**config.mk**
```make
export PLATFORM = sky130hd
export DESIGN_NAME = adsr
export DESIGN_NICKNAME = d
export VERILOG_FILES = /design/src/hw/synth_pkg.sv /design/src/hw/adsr.sv
export SDC_FILE = /design/constraint.sdc
export NUM_CORES = 1
export LEC_CHECK = 0
export BUFFER_PORTS_ARGS = -buffer_cell sky130_fd_sc_hd__buf_2
export CORE_UTILIZATION = 40
export CTS_CLUSTER_SIZE = 12
export DETAILED_ROUTE_END_ITERATION = 10
export PLACE_DENSITY = 0.63
export SLEW_MARGIN = 0
export SYNTH_ARGS = -nofsm -noshare
export SYNTH_HDL_FRONTEND = slang
export SYNTH_SLANG_ARGS = --single-unit
```
**constraint.sdc**
```tcl
create_clock -name clk -period 7.4 [get_ports clk]
set_input_delay 1.11 -clock clk [delete_from_list [all_inputs] [get_ports clk]]
set_output_delay 1.11 -clock clk [all_outputs]
set_load 0.01 [all_outputs]
```
**src/hw/synth_pkg.sv**
```systemverilog
package synth_pkg;

    // -------------------------------------------------------------------------
    // sample timing and datapath widths
    // -------------------------------------------------------------------------
    localparam int SAMPLE_DIV = 32;    // clock cycles per audio sample
    localparam int PHASE_W = 24;
    localparam int WAVE_W = 21;        // three 19-bit shapes summed
    localparam int MIX_W = 23;         // four voices summed
    localparam int OUT_W = 12;
    localparam int SHIFT_W = 5;

    // -------------------------------------------------------------------------
    // state-variable filter, fixed point with SVF_FRAC fraction bits
    // -------------------------------------------------------------------------
    localparam int SVF_FRAC = 16;
    localparam logic signed [WAVE_W-1:0] SVF_F = 21'sd16384;  // 0.25
    localparam logic signed [WAVE_W-1:0] SVF_Q = 21'sd92682;  // ~1.414, flat passband

    // -------------------------------------------------------------------------
    // envelope
    // -------------------------------------------------------------------------
    localparam int ENV_W = 12;
    localparam logic [ENV_W-1:0] ENV_MAX = 12'd4095;
    localparam logic [ENV_W-1:0] ATTACK_STEP = 12'd256;
    localparam logic [ENV_W-1:0] DECAY_STEP = 12'd128;
    localparam logic [ENV_W-1:0] SUSTAIN_LEVEL = 12'd2047;
    localparam logic [ENV_W-1:0] RELEASE_STEP = 12'd128;

    // envelope FSM encoding
    localparam int STATE_W = 3;
    localparam logic [STATE_W-1:0] ST_IDLE = 3'd0;
    localparam logic [STATE_W-1:0] ST_ATTACK = 3'd1;
    localparam logic [STATE_W-1:0] ST_DECAY = 3'd2;
    localparam logic [STATE_W-1:0] ST_SUSTAIN = 3'd3;
    localparam logic [STATE_W-1:0] ST_RELEASE = 3'd4;

endpackage

```
**src/hw/adsr.sv**
```systemverilog
`timescale 1ns/1ps

module adsr (
    input  logic clk,
    input  logic rst,
    input  logic global_reset,
    input  logic in_valid,
    input  logic signed [synth_pkg::WAVE_W-1:0] wave_in,
    input  logic note_start,
    input  logic note_release,
    input  logic note_reset,
    output logic signed [synth_pkg::WAVE_W-1:0] wave_out,
    output logic note_finished,
    output logic out_valid
);
    logic [synth_pkg::STATE_W-1:0] state;
    logic [synth_pkg::ENV_W-1:0] level;
    logic start_p;
    logic release_p;
    logic reset_p;
    logic step_valid;
    logic fin_d;
    logic signed [synth_pkg::WAVE_W-1:0] wave_d;
    logic signed [synth_pkg::WAVE_W+synth_pkg::ENV_W:0] prod;

    assign prod = wave_d * $signed({1'b0, level});   // level taken as positive

    always_ff @(posedge clk) begin
        if (rst) begin
            state <= synth_pkg::ST_IDLE;
            level <= '0;
            start_p <= 1'b0;
            release_p <= 1'b0;
            reset_p <= 1'b0;
            step_valid <= 1'b0;
            fin_d <= 1'b0;
            out_valid <= 1'b0;
            note_finished <= 1'b0;
        end else begin
            step_valid <= in_valid;
            out_valid <= step_valid;
            note_finished <= fin_d;
            fin_d <= 1'b0;
            // strobes wait here for the next sample
            if (note_start)
                start_p <= 1'b1;
            if (note_release)
                release_p <= 1'b1;
            if (note_reset)
                reset_p <= 1'b1;
            if (global_reset) begin
                state <= synth_pkg::ST_IDLE;
                level <= '0;
                start_p <= 1'b0;
                release_p <= 1'b0;
                reset_p <= 1'b0;
            end else if (in_valid) begin
                start_p <= 1'b0;
                release_p <= 1'b0;
                reset_p <= 1'b0;
                if (reset_p || note_reset) begin
                    state <= synth_pkg::ST_IDLE;
                    level <= '0;
                end else if (start_p || note_start) begin
                    state <= synth_pkg::ST_ATTACK;        // retrigger from current level
                end else if ((release_p || note_release) && state != synth_pkg::ST_IDLE) begin
                    state <= synth_pkg::ST_RELEASE;
                end else begin
                    case (state)
                        synth_pkg::ST_ATTACK: begin
                            if (level >= synth_pkg::ENV_MAX - synth_pkg::ATTACK_STEP) begin
                                level <= synth_pkg::ENV_MAX;
                                state <= synth_pkg::ST_DECAY;
                            end else begin
                                level <= level + synth_pkg::ATTACK_STEP;
                            end
                        end
                        synth_pkg::ST_DECAY: begin
                            if (level <= synth_pkg::SUSTAIN_LEVEL + synth_pkg::DECAY_STEP) begin
                                level <= synth_pkg::SUSTAIN_LEVEL;
                                state <= synth_pkg::ST_SUSTAIN;
                            end else begin
                                level <= level - synth_pkg::DECAY_STEP;
                            end
                        end
                        synth_pkg::ST_RELEASE: begin
                            if (level <= synth_pkg::RELEASE_STEP) begin
                                level <= '0;
                                state <= synth_pkg::ST_IDLE;
                                fin_d <= 1'b1;
                            end else begin
                                level <= level - synth_pkg::RELEASE_STEP;
                            end
                        end
                        default: ;                        // idle and sustain hold
                    endcase
                end
            end
        end
    end

    // second cycle, scale the sample by the new level
    always_ff @(posedge clk) begin
        if (in_valid)
            wave_d <= wave_in;
        if (step_valid)
            wave_out <= prod[synth_pkg::WAVE_W+synth_pkg::ENV_W-1:synth_pkg::ENV_W];
    end

endmodule

```
### After elaboration in Yosys (flattened, before gate mapping)

Cells that the tools add are included.

| word-level totals | value |
|---|---|
| flip-flop bits (word level) | 64 |
| input port bits | 28 |
| output and inout bits | 23 |
| word-level logic and storage cells | 54 |

| operators by class | value |
|---|---|
| $add $sub $neg | 2 |
| equality and inequality tests | 8 |
| magnitude comparators | 3 |
| bitwise logic cells | 2 |
| multiply operators | 1 |
| reductions and logical operators | 12 |
| mux-type cells | 15 |

Operator list:

| cell | number |
|---|---|
| $mux 12 | 6 |
| $pmux 12 s3 | 1 |
| $mul 21x13->33 | 1 |
| $mux 3 | 6 |
| $ne 5x5->1 const B | 3 |
| $add 12x9->12 const B | 1 |
| $ge 12x12->1 const B | 1 |
| $le 12x12->1 const B | 1 |
| $le 12x8->1 const B | 1 |
| $sub 12x8->12 const B | 1 |
| $pmux 3 s3 | 1 |
| $reduce_or 7->1 | 1 |
| $reduce_bool 6->1 | 1 |
| $reduce_and 5->1 | 1 |
| $ne 2x2->1 const B | 2 |
| $reduce_and 4->1 | 1 |
| $reduce_bool 4->1 | 1 |
| $eq 3x1->1 const B | 1 |
| $eq 3x2->1 const B | 1 |
| $eq 3x3->1 const B | 1 |
| $logic_or 1x1->1 | 3 |
| $reduce_bool 3->1 | 1 |
| $reduce_or 3->1 | 1 |
| $not 1->1 | 2 |
| other kinds (3) | 3 |

### Longest topological paths before layout

Gate-level depths: netlist (run 1).

| depth | value |
|---|---|
| depth in word-level cells | 6 |
| gate-level depth with buffers | 23 |
| depth with buffers taken out | 20 |

### Worst setup path before layout (run 1)

OpenSTA, ideal clock, no wires.

| path | value |
|---|---|
| kind | register -> register |
| from | reg level[5] (netlist name) |
| to | reg wave_out[19] (netlist name) (data pin) |
| library setup time | 0.258 ns |
| stages on the path, launching flop included | 20 |
| data required time | 7.142 ns |
| period minus slack after synthesis | 5.549 ns |
| data arrival time | 5.291 ns |
| buffers on the path | 3 |
| slack | 1.851 ns |
| cell sequence | dfxtp_1 clkbuf_1 clkbuf_1 nand2_1 fa_1 inv_1 fa_1 fa_1 fa_1 inv_1 fa_1 inv_1 ha_1 buf_2 nand2_1 or3_1 o221ai_2 a31o_1 a31oi_1 xnor2_1 |

| on the way | value |
|---|---|
| longest elaborated chain between the ends | 1 |

Ends and longest elaborated chain:

| what | RTL line | text |
|---|---|---|
| start, declared | adsr.sv:17 | `logic [synth_pkg::ENV_W-1:0] level;` |
| start signal, assigned | adsr.sv:72 | `level <= synth_pkg::ENV_MAX;` |
| start signal, assigned | adsr.sv:75 | `level <= level + synth_pkg::ATTACK_STEP;` |
| start signal, assigned | adsr.sv:80 | `level <= synth_pkg::SUSTAIN_LEVEL;` |
| $mul 21x13->33 | adsr.sv:26 | `assign prod = wave_d * $signed({1'b0, level});` |
| via prod (one bit) | adsr.sv:24 | `logic signed [synth_pkg::WAVE_W+synth_pkg::ENV_W:0] prod;` |
| end signal, assigned | adsr.sv:107 | `wave_out <= prod[synth_pkg::WAVE_W+synth_pkg::ENV_W-1:synth_pkg::ENV_W];` |
| end, declared | adsr.sv:12 | `output logic signed [synth_pkg::WAVE_W-1:0] wave_out,` |

The timed path passes the listed nets, and every way through them passes these cells.
A chain may end at the register's enable or synchronous reset.

### Worst setup path in the final report (run 1)

Same ends and word-level chain as after synthesis.

==> results of run 1 <==
[metrics by stage]
step / hold slack, ns / area [sq um] / setup WS [ns] / std cells
2_1_floorplan: 0.414 / 9630 / 1.85 / 1002
3_3_place_gp: 0.442 / 10200 / 1.48 / 1339
3_5_place_dp: 0.458 / 10200 / 1.40 / 1339
4_1_cts: 0.466 / 10400 / 1.38 / 1355
5_1_grt: 0.492 / 10400 / 0.989 / 1355
6_report: 0.459 / 10400 / 1.44 / 1355
[layout by cell type, fill, tap and decap left out, types with 17 or more instances in the layout]
cell type  instances
o21ai_0           17
a21oi_1           29
xor2_1            24
a21o_1            17
and2_1            78
xnor2_1           18
edfxtp_1          42
inv_1            236
nand2_1           94
ha_1              85
fa_1             173
buf_2             50
nor2_1            28
[how the worst max path moves through the flow]
stage                     slack [ns]      endpoint      from
after global placement          1.48  wave_out[19]  level[5]
final                           1.44  wave_out[19]  level[5]
after CTS                       1.38  wave_out[19]  level[5]
after floorplan                 1.85  wave_out[19]  level[5]
after detailed placement        1.40  wave_out[19]  level[5]
after global routing            0.99  wave_out[19]  level[5]
[report_power, final]
| part | total, mW | switching [mW] | internal (mW) |
|---|---|---|---|
| sequential | 0.392 | 0.0263 | 0.366 |
| combinational | 0.0949 | 0.0558 | 0.0391 |
| clock | 0.396 | 0.171 | 0.225 |
| total | 0.883 | 0.253 | 0.630 |
[per-layer routing]
layer  track usage [%]  up-vias
li1                  -     3158
met1              23.0     3371
met2              32.0      120
met3              2.95       32
met4              7.03        0
met5                 0        -
[area by class of cell]
| cell class | count | area share (%) |
|---|---|---|
| clock buffer | 9 | 2.16 |
| clock inverter | 7 | 0.432 |
| inverter | 236 | 8.49 |
| multi-input combinational | 671 | 67.2 |
| sequential | 58 | 15.2 |
| tap | 319 | 3.82 |
| timing repair buffer | 55 | 2.76 |
[registers in the layout, indices dropped and copies added (netlist names)]
| signal | flops |
|---|---|
| wave_out | 21 |
| state | 3 |
| step_valid | 1 |
| note_finished | 1 |
| out_valid | 1 |
| wave_d | 21 |
| fin_d | 1 |
| start_p | 1 |
| release_p | 1 |
| level | 6 |
| reset_p | 1 |
[cells by family (layout without fill, tap and decap cells)]
logic type | Yosys count | in the layout | share of synthesized area, %
AOI/OAI and AO/OA | 125 | 125 | 9.14
DFF | 58 | 58 | 16.4
muxes | 1 | 1 | 0.104
buffers and inverters | 273 | 307 | 10.7
adders and majority gates | 258 | 258 | 47.0
and+or+nand+nor | 245 | 245 | 12.8
xor gates and xnor gates | 42 | 42 | 3.82
==> impl_results.md, run 1 <==
- Final min period: 5.96 ns
- Slew @ Worst Pin: 0.959 ns
- Number of fill cells in the layout: 2366
- Final Hold Vio Count: 0
- Crit Path Max Fanout: 27
- Area occupied by multi-input gates: 7010 sq um
- P_leak: 5.49 nW
- Relative slew slack: 36.0%
- Die Y: 157 um
- Die width: 157 um
- DR WL met3: 681 um
- IO buf count: 50
- Reg-to-reg startpoint: level[5]
- Final Util: 44.3%
- Critical path arrival: 6.05 ns
- CTS resizes: 0
- DR pass1 iterations: 5
- Core area: 23500 sq um
- Clock Root Buffer: clkbuf_16
- DP HPWL: 17.2 mm
- Syn Inst Count: 1002
- Crit path kind: register to register
- Commonest cells in the netlist: inv_1, fa_1, nand2_1
- Critical path buffers and inverters: 3
- DR vias/cell: 4.93
- R2r endpoint: wave_out[19]
- Worst vdd rail ir drop: 0.125 mV
- WP data required: 7.49 ns
- Reg clk slew, reported paths: 0.06 ns
- MaxCap Viol Count: 0
- Htree depth: 3
- Top FF cell, synth: edfxtp_1
- Starting Density: 40.9%
- Pwr dens: 84.6 nW/um^2
- Run status: complete, no violations
- Tot Pwr: 0.883 mW
- RePlAce Congestion: 0.862
- Critical Path End Type: register
- RSZ-0062 raised after global routing: false
- CP top delay family: adder cells
- Pin count of the biggest net entering global routing: 30
- First-pass GRT wire length: 34.8 mm
- Seq/Total Area, Yosys: 16.4%
- Largest cells by area after synthesis: fa_1, edfxtp_1, ha_1
- Syn avg cell area: 9.61 sq um
- Tcrit/Tclk final: 80.5%
- Total Routing Usage GR: 18.4%
- Worst hold path startpoint: fin_d
- Clock sink total: 58
- Ys Warns: 0
- Worst Reg-to-Reg Cells: 16
- Asr flop ratio synth: 0%
- Num CTS Buffers: 9
- Residual DRC count: 0
- Drt total wl: 20.4 mm
- Max clock buf depth: 2
- Total number of vias: 6681
- Highest metal used: met4
- Worst-Skew Late Latency: 0.35 ns
- Die Area: 24700 sq um
- Post-Syn Nets: 1288
- Hold-fix buffers, CTS: 0
- Slowest-stage cell, CP: dfxtp_1
- Hold path cells: 1
- Layout Nets: 1317
- Postcts setup bufs: 0
- Initial antenna violation count: 0
- TNS Setup: 0 ns
- Number of flops mapped to enable cells by yosys: 42
- Reg area: 1580 sq um
- Top-count cell post-synth: inv_1
- Final Max Tran Viols: 0
- Layout area overhead: 8.42%
- CP Launch Type: register
- Vias in the first global route: 7218
- CTS tree: yes
- Max Clk Rate: 0.168 GHz
- Min-Delay Endpoint: note_finished
- Most frequent CP cell: fa_1
- Critical path depth: 16
- Yosys cell types: 61
- Ant diodes: 0
- Flops & latches, synth: 58
- Synth area leader: fa_1
- Row count: 56
- Area share of the largest cell type after synthesis: 36.0%
- Setup violators final: 0
- Critical path's largest stage delay: 0.79 ns
- Ports: 51
- Drt initial violations: 267
- Worst hold path class: register to register
- Drt wl/cell: 15.1 um
- Overflow after GRT: 0
- Syn Std Cell Area: 9630 sq um
- Crit path cell chain: nand2_1 -> fa_1 -> inv_1 -> fa_1 -> fa_1 -> fa_1 -> inv_1 -> fa_1 -> inv_1 -> ha_1 -> nand2_1 -> or3_1 -> o221ai_2 -> a31o_1 -> a31oi_1 -> xnor2_1
- Wl on met1: 9.15 mm
- Clock Skew: 0.0141 ns
- Share of post-route cells with drive strength above 1: 8.49%
- Met2 wire length: 10.0 mm
- Reg2Reg Setup Slack: 1.44 ns
- Antenna-violating nets left: 0
(Power assumes the default switching activity.)
==> run 2, diff against run 1 <==
==> constraint.sdc (replaced) <==
create_clock -name clk -period 5.5 [get_ports clk]
set_input_delay 0.825 -clock clk [delete_from_list [all_inputs] [get_ports clk]]
set_output_delay 0.825 -clock clk [all_outputs]
set_load 0.01 [all_outputs]
==> impl_results.md, run 2 (synthesis gave the netlist of run 1 again) <==
- Reg2Reg Setup Slack: 0.24 ns
- CTS tree: yes
- Reg-to-reg startpoint: wave_d[17]
- RSZ-0062 raised after global routing: true
- Hold-fix buffers, CTS: 0
- Antenna-violating nets left: 0
- Pwr dens: 117 nW/um^2
- R2r endpoint: wave_out[19]
- Starting Density: 40.9%
- Die width: 157 um
- Finished Cell Area: 11300 sq um
- Ports: 51
- MaxCap Viol Count: 0
- Share of post-route cells with drive strength above 1: 18.0%
- CP Launch Type: register
- WP data required: 5.58 ns
- Row count: 56
- Clock Skew: 0.0189 ns
- Critical path arrival: 5.34 ns
- Max clock buf depth: 2
- Pin count of the biggest net entering global routing: 30
- Worst-Skew Late Latency: 0.35 ns
- Initial antenna violation count: 1
- Vias in the first global route: 7634
- Layout Nets: 1403
- Fin cells: 1441
- Overflow after GRT: 0
- Ant diodes: 0
- DR pass1 iterations: 4
- Max Clk Rate: 0.190 GHz
- TNS Setup: 0 ns
- Worst Reg-to-Reg Cells: 17
- Min-Delay Endpoint: note_finished
- Most frequent cells in the layout: inv_1, fa_1, nand2_1
- Worst hold slack: 0.453 ns
- Final Hold Vio Count: 0
- Run status: complete, no violations
- Total Routing Usage GR: 18.9%
- Die Area: 24700 sq um
- Htree depth: 3
- Total number of vias: 6814
- First-pass GRT wire length: 36.2 mm
- Residual DRC count: 0
- Reg clk slew, reported paths: 0.06 ns
- Tcrit/Tclk final: 95.6%
- Core area: 23500 sq um
- Hold path cells: 1
- Die Y: 157 um
- Post-Place Cells: 1416
- Area after DPL: 10800 sq um
- Final min period: 5.26 ns
- Worst hold path class: register to register
- Area occupied by multi-input gates: 7120 sq um
- RePlAce Congestion: 0.849
- DR vias/cell: 4.73
- Reg area: 1590 sq um
- Critical Path End Type: register
- IO buf count: 50
- Crit path kind: register to register
- Commonest non-fill, non-tap cell in the layout: inv_1
- Drt wl/cell: 14.6 um
- DP HPWL: 17.8 mm
- Worst hold path startpoint: fin_d
- Drt total wl: 21.0 mm
- Top Registers: wave_d (21), wave_out (21), level (6)
- Slew @ Worst Pin: 0.648 ns
- Num CTS Buffers: 9
- Tot Pwr: 1.32 mW
- Final Max Tran Viols: 0
- Clock sink total: 58
- Setup violators final: 0
- Worst vdd rail ir drop: 0.250 mV
- P_leak: 5.98 nW
- Number of fill cells in the layout: 2317
- Layout area overhead: 17.3%
- Relative slew slack: 56.7%
- Drt initial violations: 269
- Crit Path Max Fanout: 6
- Clock Root Buffer: clkbuf_16
-- run 2: area by class of cell --
type / instances / share of cell area (%)
Clock buffer: 9 / 1.99
Inverter: 236 / 7.85
Tap cell: 319 / 3.54
Multi-Input combinational cell: 671 / 63.1
Sequential cell: 58 / 14.1
Clock inverter: 7 / 0.898
Timing Repair Buffer: 141 / 8.55
-- run 2: worst max-delay path by stage --
stage | startpoint | end | slack, ns | depth (start not counted)
CTS | level[5] | wave_out[19] | 0.08 | 20
global placement | wave_d[14] | wave_out[20] | 0.14 | 19
finish | wave_d[17] | wave_out[19] | 0.24 | 17
floorplan | level[5] | wave_out[19] | 0.04 | 19
detailed placement | level[5] | wave_out[19] | 0.06 | 20
global route | wave_d[10] | wave_out[19] | -0.03 | 19
-- run 2: metal layers --
metal / GRT usage, % / routed length, um / up-vias
met3: 2.40 / 727 / 22
met1: 25.1 / 9950 / 3355
met2: 32.4 / 10000 / 106
met5: 0 / 0 / -
met4: 5.36 / 306 / 0
li1: - / - / 3331
-- run 2: repair_timing --
item | CTS | global route
setup buffers | 0 | 9
endpoints found under the setup margin | 0 | 12
resized for setup | 0 | 35
hold endpoints to repair | 0 | 0
-- run 2: where the power goes --
part	leakage (nW)	switching (mW)	internal (mW)	total [mW]
registers	0.552	0.0223	0.492	0.514
clock network	0.152	0.233	0.400	0.633
logic	5.27	0.0936	0.0762	0.170
total	5.98	0.349	0.968	1.32
-- run 2: critical path, stage by stage (launching register included) --
cell      delay (ns)
edfxtp_1        0.50
nand2_1         0.17
inv_2           0.08
fa_2            0.57
fa_1            0.45
fa_1            0.54
fa_1            0.55
inv_1           0.05
fa_1            0.47
inv_1           0.04
ha_1            0.32
buf_4           0.18
a21o_1          0.19
a31oi_1         0.18
o221ai_2        0.16
a31o_1          0.26
a31oi_1         0.20
xnor2_1         0.09
-- run 2: through the flow --
stage / worst slack [ns] / utilization (%)
2_1_floorplan: 0.0428 / -
3_3_place_gp: 0.143 / 45.7
3_5_place_dp: 0.0606 / 45.7
4_1_cts: 0.0787 / 47.1
5_1_grt: -0.0267 / 48.0
6_report: 0.242 / 48.0
==> run 3, diff against run 2 <==
--- a/config.mk
+++ b/config.mk
@@ -10,6 +10,7 @@
 export CTS_CLUSTER_SIZE = 12
 export DETAILED_ROUTE_END_ITERATION = 10
 export PLACE_DENSITY = 0.63
+export REMOVE_ABC_BUFFERS = 1
 export SLEW_MARGIN = 0
 export SYNTH_ARGS = -nofsm -noshare
 export SYNTH_HDL_FRONTEND = slang
==> impl_results.md, run 3 (synthesis gave the netlist of run 1 again) <==
- Max clock buf depth: 2
- Layout area overhead: 14.8%
- Setup violators final: 0
- Row count: 56
- RePlAce Congestion: 0.912
- Vias in the first global route: 7323
- Ports: 51
- Residual DRC count: 0
- Most frequent cells in the layout: inv_1, fa_1, nand2_1
- Crit path kind: register to register
- Critical Path End Type: register
- Pwr dens: 112 nW/um^2
- Run status: complete, no violations
- Initial antenna violation count: 0
- CP endpoint: wave_out[15]
- Clock sink total: 58
- Slew @ Worst Pin: 1.08 ns
- R2r endpoint: wave_out[15]
- Worst Reg-to-Reg Cells: 17
- Drt total wl: 21.6 mm
- Starting Density: 40.9%
- MaxCap Viol Count: 0
- First-pass GRT wire length: 36.3 mm
- Post-Place Cells: 1383
- Relative slew slack: 27.6%
- WP data required: 5.57 ns
- Clock Skew: 0.00801 ns
- P_leak: 5.81 nW
- Num CTS Buffers: 9
- DR pass1 iterations: 5
- Max Clk Rate: 0.187 GHz
- Antenna-violating nets left: 0
- Final Hold Vio Count: 0
- Fin cells: 1413
- Final min period: 5.34 ns
- Overflow after GRT: 0
- Ant diodes: 0
- Htree depth: 3
- Final Max Tran Viols: 0
- Layout Nets: 1375
- Die Area: 24700 sq um
- IO buf count: 50
- Total number of vias: 6952
- Top Registers: wave_d (21), wave_out (21), level (6)
- Setup crit start: level[5]
- DR vias/cell: 4.92
- Tcrit/Tclk final: 97.1%
- Worst hold slack: 0.439 ns
- Drt wl/cell: 15.3 um
- Tot Pwr: 1.23 mW
- Die width: 157 um
- Worst hold path class: register to register
- Crit Path Max Fanout: 14
- Drt initial violations: 335
- DP HPWL: 17.9 mm
- CP Launch Type: register
- Die Y: 157 um
- Worst-Skew Late Latency: 0.34 ns
- Total Routing Usage GR: 19.1%
- Reg clk slew, reported paths: 0.06 ns
- Commonest non-fill, non-tap cell in the layout: inv_1
- Reg2Reg Setup Slack: 0.16 ns
- Share of post-route cells with drive strength above 1: 15.8%
- Pin count of the biggest net entering global routing: 30
- CTS tree: yes
- Critical path arrival: 5.41 ns
- TNS Setup: 0 ns
- RSZ-0062 raised after global routing: true
- Reg-to-reg startpoint: level[5]
- Final Util: 46.9%
- Worst vdd rail ir drop: 0.131 mV
- Core area: 23500 sq um
- Clock Root Buffer: clkbuf_16
## run 3: layout make-up
class	instances	area, sq um
clock buffers	10	239
well taps	319	399
clock inverters	6	40.0
fillers	2273	12500
repair buffers	113	776
multi-input cells	671	7120
flip-flops and latches	58	1590
inverters	236	886
## run 3: power breakdown
part	internal, mW	switching [mW]	total, mW
Clock	0.317	0.227	0.545
Combinational	0.0740	0.0952	0.169
Sequential	0.492	0.0271	0.519
Total	0.883	0.350	1.23
## run 3: worst min-delay path by stage
stage / cells past startpoint / start / endpoint
floorplan: 1 / fin_d / note_finished
CTS: 1 / fin_d / note_finished
global placement: 1 / fin_d / note_finished
finish: 1 / fin_d / note_finished
detailed placement: 1 / fin_d / note_finished
global route: 1 / fin_d / note_finished
## run 3: through the flow
step	cell area, sq um	setup WS (ns)
after floorplan	9480	0.0328
after global placement	10500	-0.0864
after detailed placement	10500	-0.122
after CTS	10800	0.00897
after global routing	11000	-0.0305
final	11000	0.160
## run 3: what timing repair did
action,in CTS,in global routing
setup buffers,0,13
pin swaps,0,7
gates cloned,0,1
resized for setup,1,30
hold buffers,0,0
setup endpoints to repair,6,11
## run 3: metal layers
metal,routed length [um],global-route usage (%),vias up
li1,-,-,3283
met1,9540,24.9,3472
met2,10700,33.2,166
met3,908,2.62,31
met4,452,5.18,0
met5,0,0,-
## run 3: critical path: stages, from the launching register on
cell and delay (ns):
dfxtp_4 0.37, buf_12 0.15, and2_2 0.24, fa_1 0.64
fa_1 0.46, fa_1 0.50, fa_1 0.55, inv_1 0.05
fa_1 0.47, inv_1 0.04, ha_1 0.33, buf_4 0.18
a21o_1 0.20, a31oi_2 0.18, o211ai_1 0.13, a2bb2oi_2 0.16
a221oi_2 0.28, xnor2_1 0.13
