[src/hw/synth_pkg.sv]
package synth_pkg;

    // -------------------------------------------------------------------------
    // sample timing and datapath widths
    // -------------------------------------------------------------------------
    localparam int SAMPLE_DIV = 32;    // clock cycles per audio sample
    localparam int PHASE_W = 24;
    localparam int WAVE_W = 21;        // three 19-bit shapes summed
    localparam int MIX_W = 23;         // four voices summed
    localparam int OUT_W = 12;
    localparam int SHIFT_W = 5;

    // -------------------------------------------------------------------------
    // state-variable filter, fixed point with SVF_FRAC fraction bits
    // -------------------------------------------------------------------------
    localparam int SVF_FRAC = 16;
    localparam logic signed [WAVE_W-1:0] SVF_F = 21'sd16384;  // 0.25
    localparam logic signed [WAVE_W-1:0] SVF_Q = 21'sd92682;  // ~1.414, flat passband

    // -------------------------------------------------------------------------
    // envelope
    // -------------------------------------------------------------------------
    localparam int ENV_W = 12;
    localparam logic [ENV_W-1:0] ENV_MAX = 12'd4095;
    localparam logic [ENV_W-1:0] ATTACK_STEP = 12'd256;
    localparam logic [ENV_W-1:0] DECAY_STEP = 12'd128;
    localparam logic [ENV_W-1:0] SUSTAIN_LEVEL = 12'd2047;
    localparam logic [ENV_W-1:0] RELEASE_STEP = 12'd128;

    // envelope FSM encoding
    localparam int STATE_W = 3;
    localparam logic [STATE_W-1:0] ST_IDLE = 3'd0;
    localparam logic [STATE_W-1:0] ST_ATTACK = 3'd1;
    localparam logic [STATE_W-1:0] ST_DECAY = 3'd2;
    localparam logic [STATE_W-1:0] ST_SUSTAIN = 3'd3;
    localparam logic [STATE_W-1:0] ST_RELEASE = 3'd4;

endpackage

[src/hw/svf.sv]
`timescale 1ns/1ps

module svf (
    input  logic clk,
    input  logic rst,
    input  logic in_valid,
    input  logic signed [synth_pkg::WAVE_W-1:0] x,
    output logic signed [synth_pkg::WAVE_W-1:0] y,
    output logic out_valid
);
    logic signed [synth_pkg::WAVE_W-1:0] band;
    logic signed [synth_pkg::WAVE_W-1:0] low;
    logic signed [synth_pkg::WAVE_W-1:0] hp;
    logic signed [synth_pkg::WAVE_W-1:0] band_next;
    logic signed [synth_pkg::WAVE_W-1:0] low_next;
    logic signed [2*synth_pkg::WAVE_W-1:0] q_band;
    logic signed [2*synth_pkg::WAVE_W-1:0] hp_full;
    logic signed [2*synth_pkg::WAVE_W-1:0] f_hp;
    logic signed [2*synth_pkg::WAVE_W-1:0] band_full;
    logic signed [2*synth_pkg::WAVE_W-1:0] f_band;
    logic signed [2*synth_pkg::WAVE_W-1:0] low_full;
    logic hp_valid;

    function automatic logic signed [synth_pkg::WAVE_W-1:0] sat(
        input logic signed [2*synth_pkg::WAVE_W-1:0] v
    );
        if (v > 2**(synth_pkg::WAVE_W-1) - 1)
            sat = {1'b0, {(synth_pkg::WAVE_W-1){1'b1}}};
        else if (v < -(2**(synth_pkg::WAVE_W-1)))
            sat = {1'b1, {(synth_pkg::WAVE_W-1){1'b0}}};
        else
            sat = v[synth_pkg::WAVE_W-1:0];
    endfunction

    // stage one, high-pass from input and both states
    assign q_band = (synth_pkg::SVF_Q * band) >>> synth_pkg::SVF_FRAC;
    assign hp_full = x - low - q_band;

    // stage two, band then low integrate
    assign f_hp = (synth_pkg::SVF_F * hp) >>> synth_pkg::SVF_FRAC;
    assign band_full = band + f_hp;
    assign band_next = sat(band_full);
    assign f_band = (synth_pkg::SVF_F * band_next) >>> synth_pkg::SVF_FRAC;
    assign low_full = low + f_band;
    assign low_next = sat(low_full);

    always_ff @(posedge clk) begin
        if (rst) begin
            hp_valid <= 1'b0;
            out_valid <= 1'b0;
            band <= '0;
            low <= '0;
        end else begin
            hp_valid <= in_valid;
            out_valid <= hp_valid;
            if (in_valid)
                hp <= sat(hp_full);
            if (hp_valid) begin
                band <= band_next;
                low <= low_next;
                y <= low_next;          // low-pass tap
            end
        end
    end

endmodule

[config.mk]
export PLATFORM = sky130hd
export DESIGN_NAME = svf
export DESIGN_NICKNAME = d
export VERILOG_FILES = /design/src/hw/synth_pkg.sv /design/src/hw/svf.sv
export SDC_FILE = /design/constraint.sdc
export NUM_CORES = 1
export LEC_CHECK = 0
export BUFFER_PORTS_ARGS = -buffer_cell sky130_fd_sc_hd__buf_4
export CAP_MARGIN = 20
export CORE_UTILIZATION = 50
export DETAILED_ROUTE_END_ITERATION = 10
export GPL_TIMING_DRIVEN = 0
export PLACE_DENSITY = 0.75
export REMOVE_ABC_BUFFERS = 1
export SLEW_MARGIN = 20
export SYNTH_ARGS = -nofsm -noshare
export SYNTH_HDL_FRONTEND = slang
export SYNTH_SLANG_ARGS = --single-unit
export TNS_END_PERCENT = 100
[constraint.sdc]
create_clock -name clk -period 22.9 [get_ports clk]
set_clock_uncertainty 0.1 [all_clocks]
set_input_delay 2.29 -clock clk [delete_from_list [all_inputs] [get_ports clk]]
set_output_delay 2.29 -clock clk [all_outputs]
set_load 0.01 [all_outputs]
### Word level (Yosys, flattened, before mapping)

Index checks and enable logic that the tools add are counted.

* logic and storage cells: 25
* memory bits (writable): 0
* bits of input ports: 24
* bits in registers: 86
* output and inout bits: 22
* bits in latches: 0
* memories: 0
* memory bits (read-only): 0

* eq/ne operators: 0
* multipliers: 1
* bitwise logic cells: 1
* muxes and demuxes: 5
* $add $sub $neg: 4
* shift operators: 0
* div/mod/pow operators: 0
* reductions and logical operators: 2
* order comparisons: 6

Operators by type and width (number)
* 2-to-1 mux 21 bit: 5
* adder 21 x 19 -> 22 bit: 2
* greater-than comparator 22 x 21 -> 1 bit, second input constant: 2
* less-than comparator 22 x 21 -> 1 bit, second input constant: 2
* multiplier 17 x 21 -> 38 bit, first input constant: 1
* greater-than comparator 24 x 21 -> 1 bit, second input constant: 1
* less-than comparator 24 x 21 -> 1 bit, second input constant: 1
* subtractor 22 x 23 -> 24 bit: 1
* subtractor 21 x 21 -> 22 bit: 1
* AND reduction 2 bit: 2
* NOT 1 bit: 1

### Depth between registers and ports, before layout

Gate-level depths: netlist of run 1.

* word-level depth: 8
* gate-level depth with buffers: 34
* depth with buffers taken out: 32

### Least setup slack after synthesis of run 1

Ideal clock, no wire load.

* path kind: reg-to-reg
* start: register band[20] (netlist bit)
* end: register hp[7] (netlist bit), data pin
* path slack: 14180 ps
* path buffers: 2
* stages on the path, launching flop included: 33
* library setup time: 277 ps
* arrival time: 8343 ps
* data required time: 22523 ps
* clock period less this slack: 8720 ps
* cells stage by stage: dfxtp_1 ha_1 inv_1 fa_1 inv_1 fa_1 fa_1 fa_1 inv_1 fa_1 inv_1 ha_1 nand4_1 or2_2 nor2_1 o21ai_0 or4b_2 o21ai_0 nand2_1 xnor2_1 fa_1 inv_1 ha_1 clkbuf_1 a21o_1 a21oi_1 o21ai_0 a22oi_1 a21bo_2 xnor2_2 a31oi_2 clkbuf_1 o21ai_0

* word-level cells in the longest chain between the ends: 4
* elaborated cells on any way between the ends: 5
* those cells by class: add/sub: 1; mul: 1; order compare: 2; mux: 1

Ends and longest elaborated chain
* start, declared: line svf.sv:11 `logic signed [synth_pkg::WAVE_W-1:0] band;`
* start signal, assigned: line svf.sv:59 `band <= band_next;`
* multiplier 17 x 21 -> 38 bit *: line svf.sv:36 `assign q_band = (synth_pkg::SVF_Q * band) >>> synth_pkg::SVF_FRAC;`
* subtractor 22 x 23 -> 24 bit *: line svf.sv:37 `assign hp_full = x - low - q_band;`
* less-than comparator 24 x 21 -> 1 bit: line svf.sv:29 `else if (v < -(2**(synth_pkg::WAVE_W-1)))`
* 2-to-1 mux 21 bit: line svf.sv:29
* end signal, assigned: line svf.sv:57 `hp <= sat(hp_full);`
* end, declared: line svf.sv:13 `logic signed [synth_pkg::WAVE_W-1:0] hp;`

Every way passes the cells marked *; elsewhere a longest branch is shown, timed or not.
A chain may end at the register's enable or synchronous reset.

### Worst setup path after layout of run 1

* start: register band[8] (netlist bit)
* end: register hp[2] (netlist bit), data pin

The elaborated chain is that of the path after synthesis.

==> metrics.md, run 1 <==
| Metric | Value |
|---|---|
| Worst Path Class, Setup | `flip-flop to flip-flop` |
| Detailed placer's ending HPWL | `between 20 and 30 mm` |
| # IOs | `46` |
| Clock transition at path regs | `approximately 0.07 ns` |
| Post-CTS Hold Fix Bufs | `0` |
| WL/cell | `between 15 and 20 µm` |
| Initial DRC count | `approximately 860` |
| Setup violators final | `0` |
| Max-slew violations | `0` |
| EDFF count, synth | `40` |
| GRT Util Overall | `24.11%` |
| Share of cells above drive strength 1 | `6.675%` |
| Synthesis-stage register bit count | `84` |
| Met3 Wirelength | `1.858 mm` |
| CP Data Arrival Time | `just under 10 ns` |
| Diodes inserted | `0` |
| RR Startpoint | `band[8]` |
| # resized after CTS | `0` |
| Worst flop-to-flop path endpoint | `hp[2]` |
| Synth Warn # | `0` |
| Vias in the first global route | `between 10000 and 15000` |
| Prevailing post-synth register cell | `dfxtp_1` |
| Die area | `approximately 0.027 mm²` |
| Synthesized area | `about 0.013 mm²` |
| Worst-Skew Late Latency | `around 0.36 ns` |
| DR vias | `roughly 11000` |
| Global-route wire length before repair | `51.34 mm` |
| Class of the most critical hold timing path | `flip-flop to flip-flop` |
| Final net count | `between 1500 and 2000` |
| Area growth syn-to-layout | `7.287%` |
| Final wirelength | `between 30 and 40 mm` |
| Post-CTS Setup Inserts | `0` |
| Critical path's most frequent cell | `fa_1` |
| Hold Crit Start | `low[11]` |
| Port bufs | `45` |
| Die height | `165.0 µm` |
| Routed wl met2 | `around 14 mm` |
| Setup ws final | `about 13 ns` |
| Crit end category | `flip-flop` |
| DR pass1 iterations | `6` |
| FF-to-FF path depth | `29` |
| Num CTS Buffers | `9` |
| Initial core utilization | `between 50% and 60%` |
| Cell with the most instances after synthesis | `inv_1` |
| CP Max Fanout | `16` |
| GRT overflow | `0` |
| Sequential element share of the synthesized area | `around 16%` |
| Final Hold Vio Count | `0` |
| Final hold slack | `approximately 0.42 ns` |
| Req. time, crit path | `~23 ns` |
| Root buf cell | `clkbuf_16` |
| Async S/R FF share, synth | `0%` |
| Netlist cell types | `77` |
| Pre-CTS setup slack | `~13 ns` |
| Setup crit start kind | `flip-flop` |
| Avg Cell Area, Syn | `8.872 µm²` |
| Synth cell count leaders | `inv_1 (331), ha_1 (224), fa_1 (130), a21oi_1 (80), nor2_1 (77)` |
| Antenna violations before repair | `0` |
| Highest cell delay on the worst timing path | `between 0.7 and 0.8 ns` |
| Top cell type by total area after synthesis | `ha_1` |
| Slew HR | `between 30% and 40%` |
| Vias per cell | `5.637` |
| CTS sink cnt | `84` |
| Least-Margin Pin Slew | `just over 1 ns` |
| Highest Clock Rate | `between 0.1 and 0.15 GHz` |
| Post-DP Area | `between 0.01 and 0.015 mm²` |
| Remaining DRCs | `0` |
| Critical Path Source | `band[8]` |
| Status | `finished clean` |
| Chip width | `165.0 µm` |
| TNS Setup | `0 ns` |
| CP Capture Point | `hp[2]` |
| Synth top area share | `between 20% and 30%` |
| Final worst path period share | `a little over two fifths` |
| Placement row count | `slightly below 60` |
| Reg2reg setup slack | `between 10 and 15 ns` |
| Post-Syn Instances | `about 1500` |
| Highest-delay cell along the critical path | `a31oi_2` |
| Post-route ant nets | `0` |
| Core footprint | `approximately 0.026 mm²` |
| CTS tree | `built` |
| Ranking of synthesized cells by area | `ha_1 (21%), fa_1 (20%), inv_1 (9.3%), edfxtp_1 (9.0%), dfxtp_1 (6.6%)` |
| Largest net degree at the start of global routing | `37` |
| Design Area, Final | `approximately 0.014 mm²` |
| H-tree Lvls | `3` |
| CTS Buffer Depth | `2` |
| WL met1 | `~14 mm` |
| GP Congestion | `0.9384` |
| Max_cap viols | `0` |
| RSZ-0062 raised after global routing | `false` |
| Min cycle time layout | `between 9 and 10 ns` |
| Top routing layer used | `met4` |
## area by class of cell
class,instances,area [µm²]
Clock buffer,9,225.2
Clock inverter,7,75.07
Fill cell,2325,11800
Inverter,331,1242
Multi-Input combinational cell,1049,9841
Sequential cell,84,2085
Tap cell,335,419.2
Timing Repair Buffer,48,371.6
## sequential cells by signal, summed over array words and instances (netlist names)
name,count
band,21
y,21
hp,19
hp_valid,1
low,21
out_valid,1
## worst min path at each step
stage               to  slack, ns  cells past startpoint
2_1_floorplan  low[19]       0.37                      2
3_3_place_gp   low[11]       0.41                      2
3_5_place_dp   low[10]       0.42                      2
4_1_cts        low[10]       0.43                      2
5_1_grt        low[10]       0.45                      2
6_report       low[11]       0.42                      2
## metrics by stage
stage,std cells,util (%)
after floorplan,1464,-
after CTS,1863,54.68
after global placement,1844,53.33
after global routing,1863,54.72
final,1863,54.72
after detailed placement,1847,53.53
## cell families after synthesis
family          Yosys count  share of synthesized area [%]
buf+inv                 365                          10.47
fa+ha+maj               372                          42.10
flops                    84                          15.67
xor+xnor                 73                          4.867
mux                       6                         0.4519
simple gates            251                          8.963
compound gates          347                          17.48
## layout by cell type, fill, tap and decap left out, types with 25 or more instances in the layout
master / instances
dfxtp_1: 42
fa_1: 130
o21a_1: 25
inv_1: 331
nand3_1: 26
buf_4: 45
nand2_1: 61
o211ai_1: 26
o21ai_0: 70
nor2_1: 75
xnor2_1: 42
xor2_1: 30
ha_1: 224
edfxtp_1: 40
a21oi_1: 80
a21o_1: 31
## critical path, delay by kind of cell, from the launching register on
family | cells | cell delay, ns
fa+ha+maj | 9 | 4.03
compound gates | 12 | 3.49
flops | 1 | 0.72
simple gates | 2 | 0.63
xor+xnor | 2 | 0.44
buf+inv | 4 | 0.26
## per-layer routing
| metal | track usage [%] | vias to the layer above |
|---|---|---|
| li1 | - | 5099 |
| met3 | 3.139 | 48 |
| met1 | 33.09 | 5039 |
| met4 | 5.671 | 0 |
| met5 | 0 | - |
| met2 | 40.03 | 316 |
Power of run 1 is left out: the tool's default activity adds up to more than one toggle a clock period on the data nets, which glitch-free logic cannot reach.
==> inputs of run 2 (changes only) <==
==> constraint.sdc (replaced) <==
create_clock -name clk -period 9.5 [get_ports clk]
set_clock_uncertainty 0.1 [all_clocks]
set_input_delay 0.95 -clock clk [delete_from_list [all_inputs] [get_ports clk]]
set_output_delay 0.95 -clock clk [all_outputs]
set_load 0.01 [all_outputs]
==> metrics.md, run 2 (synthesis results as in run 1) <==
| Metric | Value |
|---|---|
| Initial core utilization | `51.00% (unchanged)` |
| GRT Util Overall | `24.17% (+0.065 points)` |
| CTS Buffer Depth | `2 (unchanged)` |
| Max_cap viols | `0 (unchanged)` |
| Area growth syn-to-layout | `8.228%` |
| Crit end category | `flip-flop` |
| Num CTS Buffers | `9 (unchanged)` |
| Fillers | `2306 (-0.82%)` |
| Sequential cell area | `0.002103 mm² (+0.90%)` |
| TNS Setup | `0 ns (unchanged)` |
| Critical path's most frequent cell | `fa_1` |
| Largest net degree at the start of global routing | `37 (unchanged)` |
| Root buf cell | `clkbuf_16` |
| CP Data Arrival Time | `9.25 ns (-0.69 ns)` |
| Highest cell delay on the worst timing path | `0.90 ns (+0.17 ns)` |
| CTS sink cnt | `84 (unchanged)` |
| Clock transition at path regs | `0.07 ns (about the same)` |
| Setup violators final | `0 (unchanged)` |
| Post-DP Area | `0.01395 mm² (unchanged)` |
| Largest regs | `band: 21 flops, low: 21 flops, y: 21 flops` |
| Share of cells above drive strength 1 | `7.908% (+1.2 points)` |
| Diodes inserted | `0 (unchanged)` |
| Final wirelength | `31.44 mm (+0.91%)` |
| Final net count | `1903 (+0.11%)` |
| Highest Clock Rate | `0.1089 GHz (+8.7%)` |
| Worst-Skew Late Latency | `0.36 ns (about the same)` |
| Global-route wire length before repair | `51.43 mm (+0.16%)` |
| Die height | `165.0 µm (unchanged)` |
| CP Max Fanout | `15 (-1)` |
| Vias per cell | `5.668 (+0.54%)` |
| Least-Margin Pin Slew | `1.035 ns (+0.0005344 ns)` |
| Final Hold Vio Count | `0 (unchanged)` |
| Core footprint | `0.02606 mm² (unchanged)` |
| Placement row count | `59 (unchanged)` |
| DR vias | `10570 (+0.65%)` |
| Max-slew violations | `0 (unchanged)` |
| Die area | `0.02724 mm² (unchanged)` |
| Class of the most critical hold timing path | `flip-flop to flip-flop` |
| WL/cell | `16.86 µm (+0.80%)` |
| Post-route ant nets | `0 (unchanged)` |
| Port bufs | `45 (unchanged)` |
| Setup crit start kind | `flip-flop` |
| Worst Path Buf+Inv | `6 (+2)` |
| Highest-delay cell along the critical path | `a2111oi_1` |
| Most frequent cells in the layout | `inv_1 (331), ha_1 (224), fa_1 (130), a21oi_1 (80), nor2_1 (75)` |
| Final Util | `55.20% (+0.48 points)` |
| Slew HR | `30.98% (-0.036 points)` |
| Most common cell after layout, fill and taps aside | `inv_1` |
| Area of the multi-input gates | `0.009907 mm² (+0.67%)` |
| Status | `finished clean` |
| Post-CTS Hold Fix Bufs | `0 (unchanged)` |
| H-tree Lvls | `3 (unchanged)` |
| DR pass1 iterations | `6 (unchanged)` |
| Worst Path Class, Setup | `flip-flop to flip-flop` |
| GRT overflow | `0 (unchanged)` |
| Chip width | `165.0 µm (unchanged)` |
| Design Area, Final | `0.01438 mm² (+0.88%)` |
| Vias in the first global route | `10246 (-0.24%)` |
| Min cycle time layout | `9.180 ns (-0.7966 ns)` |
| Antenna violations before repair | `0 (unchanged)` |
| Final worst path period share | `96.63% (+53 points)` |
| CTS tree | `built` |
| Detailed placer's ending HPWL | `25.17 mm (unchanged)` |
| Remaining DRCs | `0 (unchanged)` |
| GP Congestion | `0.9384 (unchanged)` |
| Req. time, crit path | `9.57 ns (-13.29 ns)` |
| Initial DRC count | `927 (+7.3%)` |
| Delay-heaviest family, CP | `adder cells` |
| # IOs | `46 (unchanged)` |
## run 2: changes by cell type in the layout (fill, tap and decap cells not counted), moves of 2 or more
cell | before | now
buf_12 | 0 | 2
dfxtp_4 | 0 | 2
dfxtp_2 | 2 | 11
dfxtp_1 | 42 | 31
## run 2: metrics by stage
step	cells	setup slack (ns)	hold WS (ns)
finish	1865	0.3204	0.4255
global route	1865	-0.02772	0.4493
CTS	1864	0.004118	0.4285
detailed placement	1847	-0.6359	0.4174
global placement	1844	-0.8368	0.4113
floorplan	1464	0.7682	0.3717
## run 2: layer usage
metal	GRT usage [%]	share of wire, %	up-vias	wire length [µm]
met5	0	0	-	0
li1	-	-	5102	-
met3	3.139	5.7	40	1795
met1	33.29	46	5108	14360
met4	5.588	1.6	0	509
met2	40.05	47	320	14780
## run 2: final cells by class
cell class / instances / area share (%)
multi-input cells: 1049 / 68.88
flip-flops and latches: 84 / 14.62
inverters: 331 / 8.638
well taps: 335 / 2.914
repair buffers: 50 / 2.862
clock buffers: 9 / 1.566
clock inverters: 7 / 0.5219
## run 2: repair_timing
item                                    CTS  global route
buffers inserted                          1             1
gates resized for setup                   5            19
endpoints found under the setup margin   16            19
hold endpoints to repair                  0             0
gates cloned                              0             0
pin swaps                                 1             1
## run 2: worst min-delay path, cell delays in order, from the launching register on
cell and delay, ns:
dfxtp_1 0.34, nand2_1 0.06, o211ai_1 0.07
## run 2: final timing paths
path,slack [ns],startpoint,cells past startpoint,to
worst max-delay path,0.32,band[15],28,hp[14]
worst min-delay path,0.43,low[10],2,low[10]
worst max register to register,0.32,band[15],28,hp[14]
worst min register to register,0.43,low[10],2,low[10]
Power of run 2 is left out for the same reason.
==> inputs of run 3 (changes only) <==
--- a/config.mk
+++ b/config.mk
@@ -7,6 +7,7 @@
 export LEC_CHECK = 0
 export BUFFER_PORTS_ARGS = -buffer_cell sky130_fd_sc_hd__buf_4
 export CAP_MARGIN = 20
+export CORE_ASPECT_RATIO = 1.25
 export CORE_UTILIZATION = 50
 export DETAILED_ROUTE_END_ITERATION = 10
 export GPL_TIMING_DRIVEN = 0
==> metrics.md, run 3 (synthesis results as in run 1) <==
| Metric | Value |
|---|---|
| Status | `finished clean` |
| Final Util | `55.36% (+0.16 points)` |
| Post-route ant nets | `0 (unchanged)` |
| Worst flop-to-flop path endpoint | `hp[11]` |
| Num CTS Buffers | `9 (unchanged)` |
| Req. time, crit path | `9.48 ns (-0.09 ns)` |
| Crit end category | `flip-flop` |
| Die height | `184.3 µm (+12%)` |
| Detailed placer's ending HPWL | `26.14 mm (+3.9%)` |
| Gr busiest metal | `met2` |
| DR vias | `10573 (+0.028%)` |
| Share of cells above drive strength 1 | `8.540% (+0.63 points)` |
| Vias in the first global route | `10946 (+6.8%)` |
| Setup violators final | `0 (unchanged)` |
| Post-DP Area | `0.01398 mm² (+0.22%)` |
| Highest Clock Rate | `0.1097 GHz (+0.74%)` |
| Max-slew violations | `0 (unchanged)` |
| Highest-delay cell along the critical path | `or4b_2` |
| GP Congestion | `0.9318 (-0.70%)` |
| Worst-Skew Late Latency | `0.35 ns (about the same)` |
| Worst Path Class, Setup | `flip-flop to flip-flop` |
| GRT Util Overall | `24.80% (+0.63 points)` |
| Max_cap viols | `0 (unchanged)` |
| Met3 usage | `2.252% (-0.89 points)` |
| Final net count | `1907 (+0.21%)` |
| Reg2reg setup slack | `0.39 ns (+0.07 ns)` |
| WL/cell | `17.23 µm (+2.2%)` |
| Slew HR | `29.70% (-1.3 points)` |
| Die area | `0.02724 mm² (about the same)` |
| Final worst path period share | `95.92% (-0.71 points)` |
| Class of the most critical hold timing path | `flip-flop to flip-flop` |
| Antenna violations before repair | `0 (unchanged)` |
| Root buf cell | `clkbuf_16` |
| Final wirelength | `32.29 mm (+2.7%)` |
| Setup ws final | `0.3879 ns (+0.06751 ns)` |
| RR Startpoint | `band[10]` |
| Pre-CTS setup slack | `-0.6887 ns (-0.05280 ns)` |
| CP Capture Point | `hp[11]` |
| Worst Path Buf+Inv | `7 (+1)` |
| Diodes inserted | `0 (unchanged)` |
| GRT overflow | `0 (unchanged)` |
| Port bufs | `45 (unchanged)` |
| CTS tree | `built` |
| # IOs | `46 (unchanged)` |
| Core footprint | `0.02610 mm² (+0.14%)` |
| Initial core utilization | `50.93% (-0.071 points)` |
| Remaining DRCs | `0 (unchanged)` |
| FF-to-FF path depth | `31 (+11%)` |
| Chip width | `147.8 µm (-10%)` |
| Routing usage on met2 | `45.98% (+5.9 points)` |
| Highest cell delay on the worst timing path | `0.65 ns (-0.25 ns)` |
| Largest net degree at the start of global routing | `34 (-8.1%)` |
| DR pass1 iterations | `5 (-1)` |
| Design Area, Final | `0.01445 mm² (+0.43%)` |
| Global-route wire length before repair | `53.05 mm (+3.2%)` |
| CP Max Fanout | `16 (+1)` |
| Delay-heaviest family, CP | `adder cells` |
| Critical path's most frequent cell | `fa_1` |
| Placement row count | `66 (+12%)` |
| Area growth syn-to-layout | `8.689%` |
| Critical Path Source | `band[10]` |
| Most common cell after layout, fill and taps aside | `inv_1` |
| Final Hold Vio Count | `0 (unchanged)` |
| Vias per cell | `5.642 (-0.45%)` |
| CP Data Arrival Time | `9.09 ns (-0.16 ns)` |
| Largest regs | `band: 21 flops, low: 21 flops, y: 21 flops` |
| Least-Margin Pin Slew | `1.052 ns (+0.01660 ns)` |
| H-tree Lvls | `3 (unchanged)` |
| Setup crit start kind | `flip-flop` |
| Initial DRC count | `459 (-50%)` |
| CTS Buffer Depth | `2 (unchanged)` |
| Clock transition at path regs | `0.07 ns (about the same)` |
| CTS sink cnt | `84 (unchanged)` |
| Min cycle time layout | `9.112 ns (-0.06751 ns)` |
| Met1 usage | `28.19% (-5.1 points)` |
| Most frequent cells in the layout | `inv_1 (331), ha_1 (224), fa_1 (130), a21oi_1 (79), nor2_1 (75)` |
| Critical Path Stages | `31 (+11%)` |
run 3: cell count changes in the layout (fill, tap and decap cells not counted), sizes merged:
cell / change
buf: +2
a31oi: +1
bufinv: -1
clkdlybuf4s18: +1
clkinvlp: +1
run 3: how the worst min path moves through the flow:
stage / start / cells after the start / to
finish: low[19] / 2 / low[19]
global route: low[13] / 2 / low[13]
CTS: low[19] / 2 / low[19]
detailed placement: low[19] / 2 / low[19]
global placement: low[19] / 2 / low[19]
floorplan: low[19] / 2 / low[19]
run 3: stage by stage:
step / cells / setup TNS, ns / hold slack (ns)
global placement: 1849 / -15.46 / 0.4010
floorplan: 1464 / 0 / 0.3717
detailed placement: 1853 / -9.792 / 0.4130
global route: 1874 / -0.005224 / 0.4463
finish: 1874 / 0 / 0.4143
CTS: 1870 / 0 / 0.4221
run 3: layout make-up:
cell class | count | area, µm²
clock buffers | 9 | 225.2
clock inverters | 7 | 51.30
fillers | 2333 | 11650
inverters | 331 | 1242
multi-input cells | 1050 | 9953
flip-flops and latches | 84 | 2115
well taps | 340 | 425.4
repair buffers | 53 | 432.9
run 3: tightest hold or removal path, stage by stage, from the launching register on:
cell and delay [ns]:
dfxtp_1 0.33, nand2_1 0.06, o211ai_1 0.07
run 3: repair_timing:
item,in CTS,in global routing
gates cloned,0,1
hold endpoints to repair,0,0
hold buffers,0,0
endpoints found under the setup margin,16,19
pin swaps,1,4
gates resized for setup,6,29
buffers inserted,1,3
run 3: metal layers:
layer | share of wire (%) | vias up
li1 | - | 5121
met1 | 40 | 5101
met2 | 51 | 248
met3 | 3.6 | 103
met4 | 5.5 | 0
met5 | 0 | -
Power of run 3 is left out for the same reason.
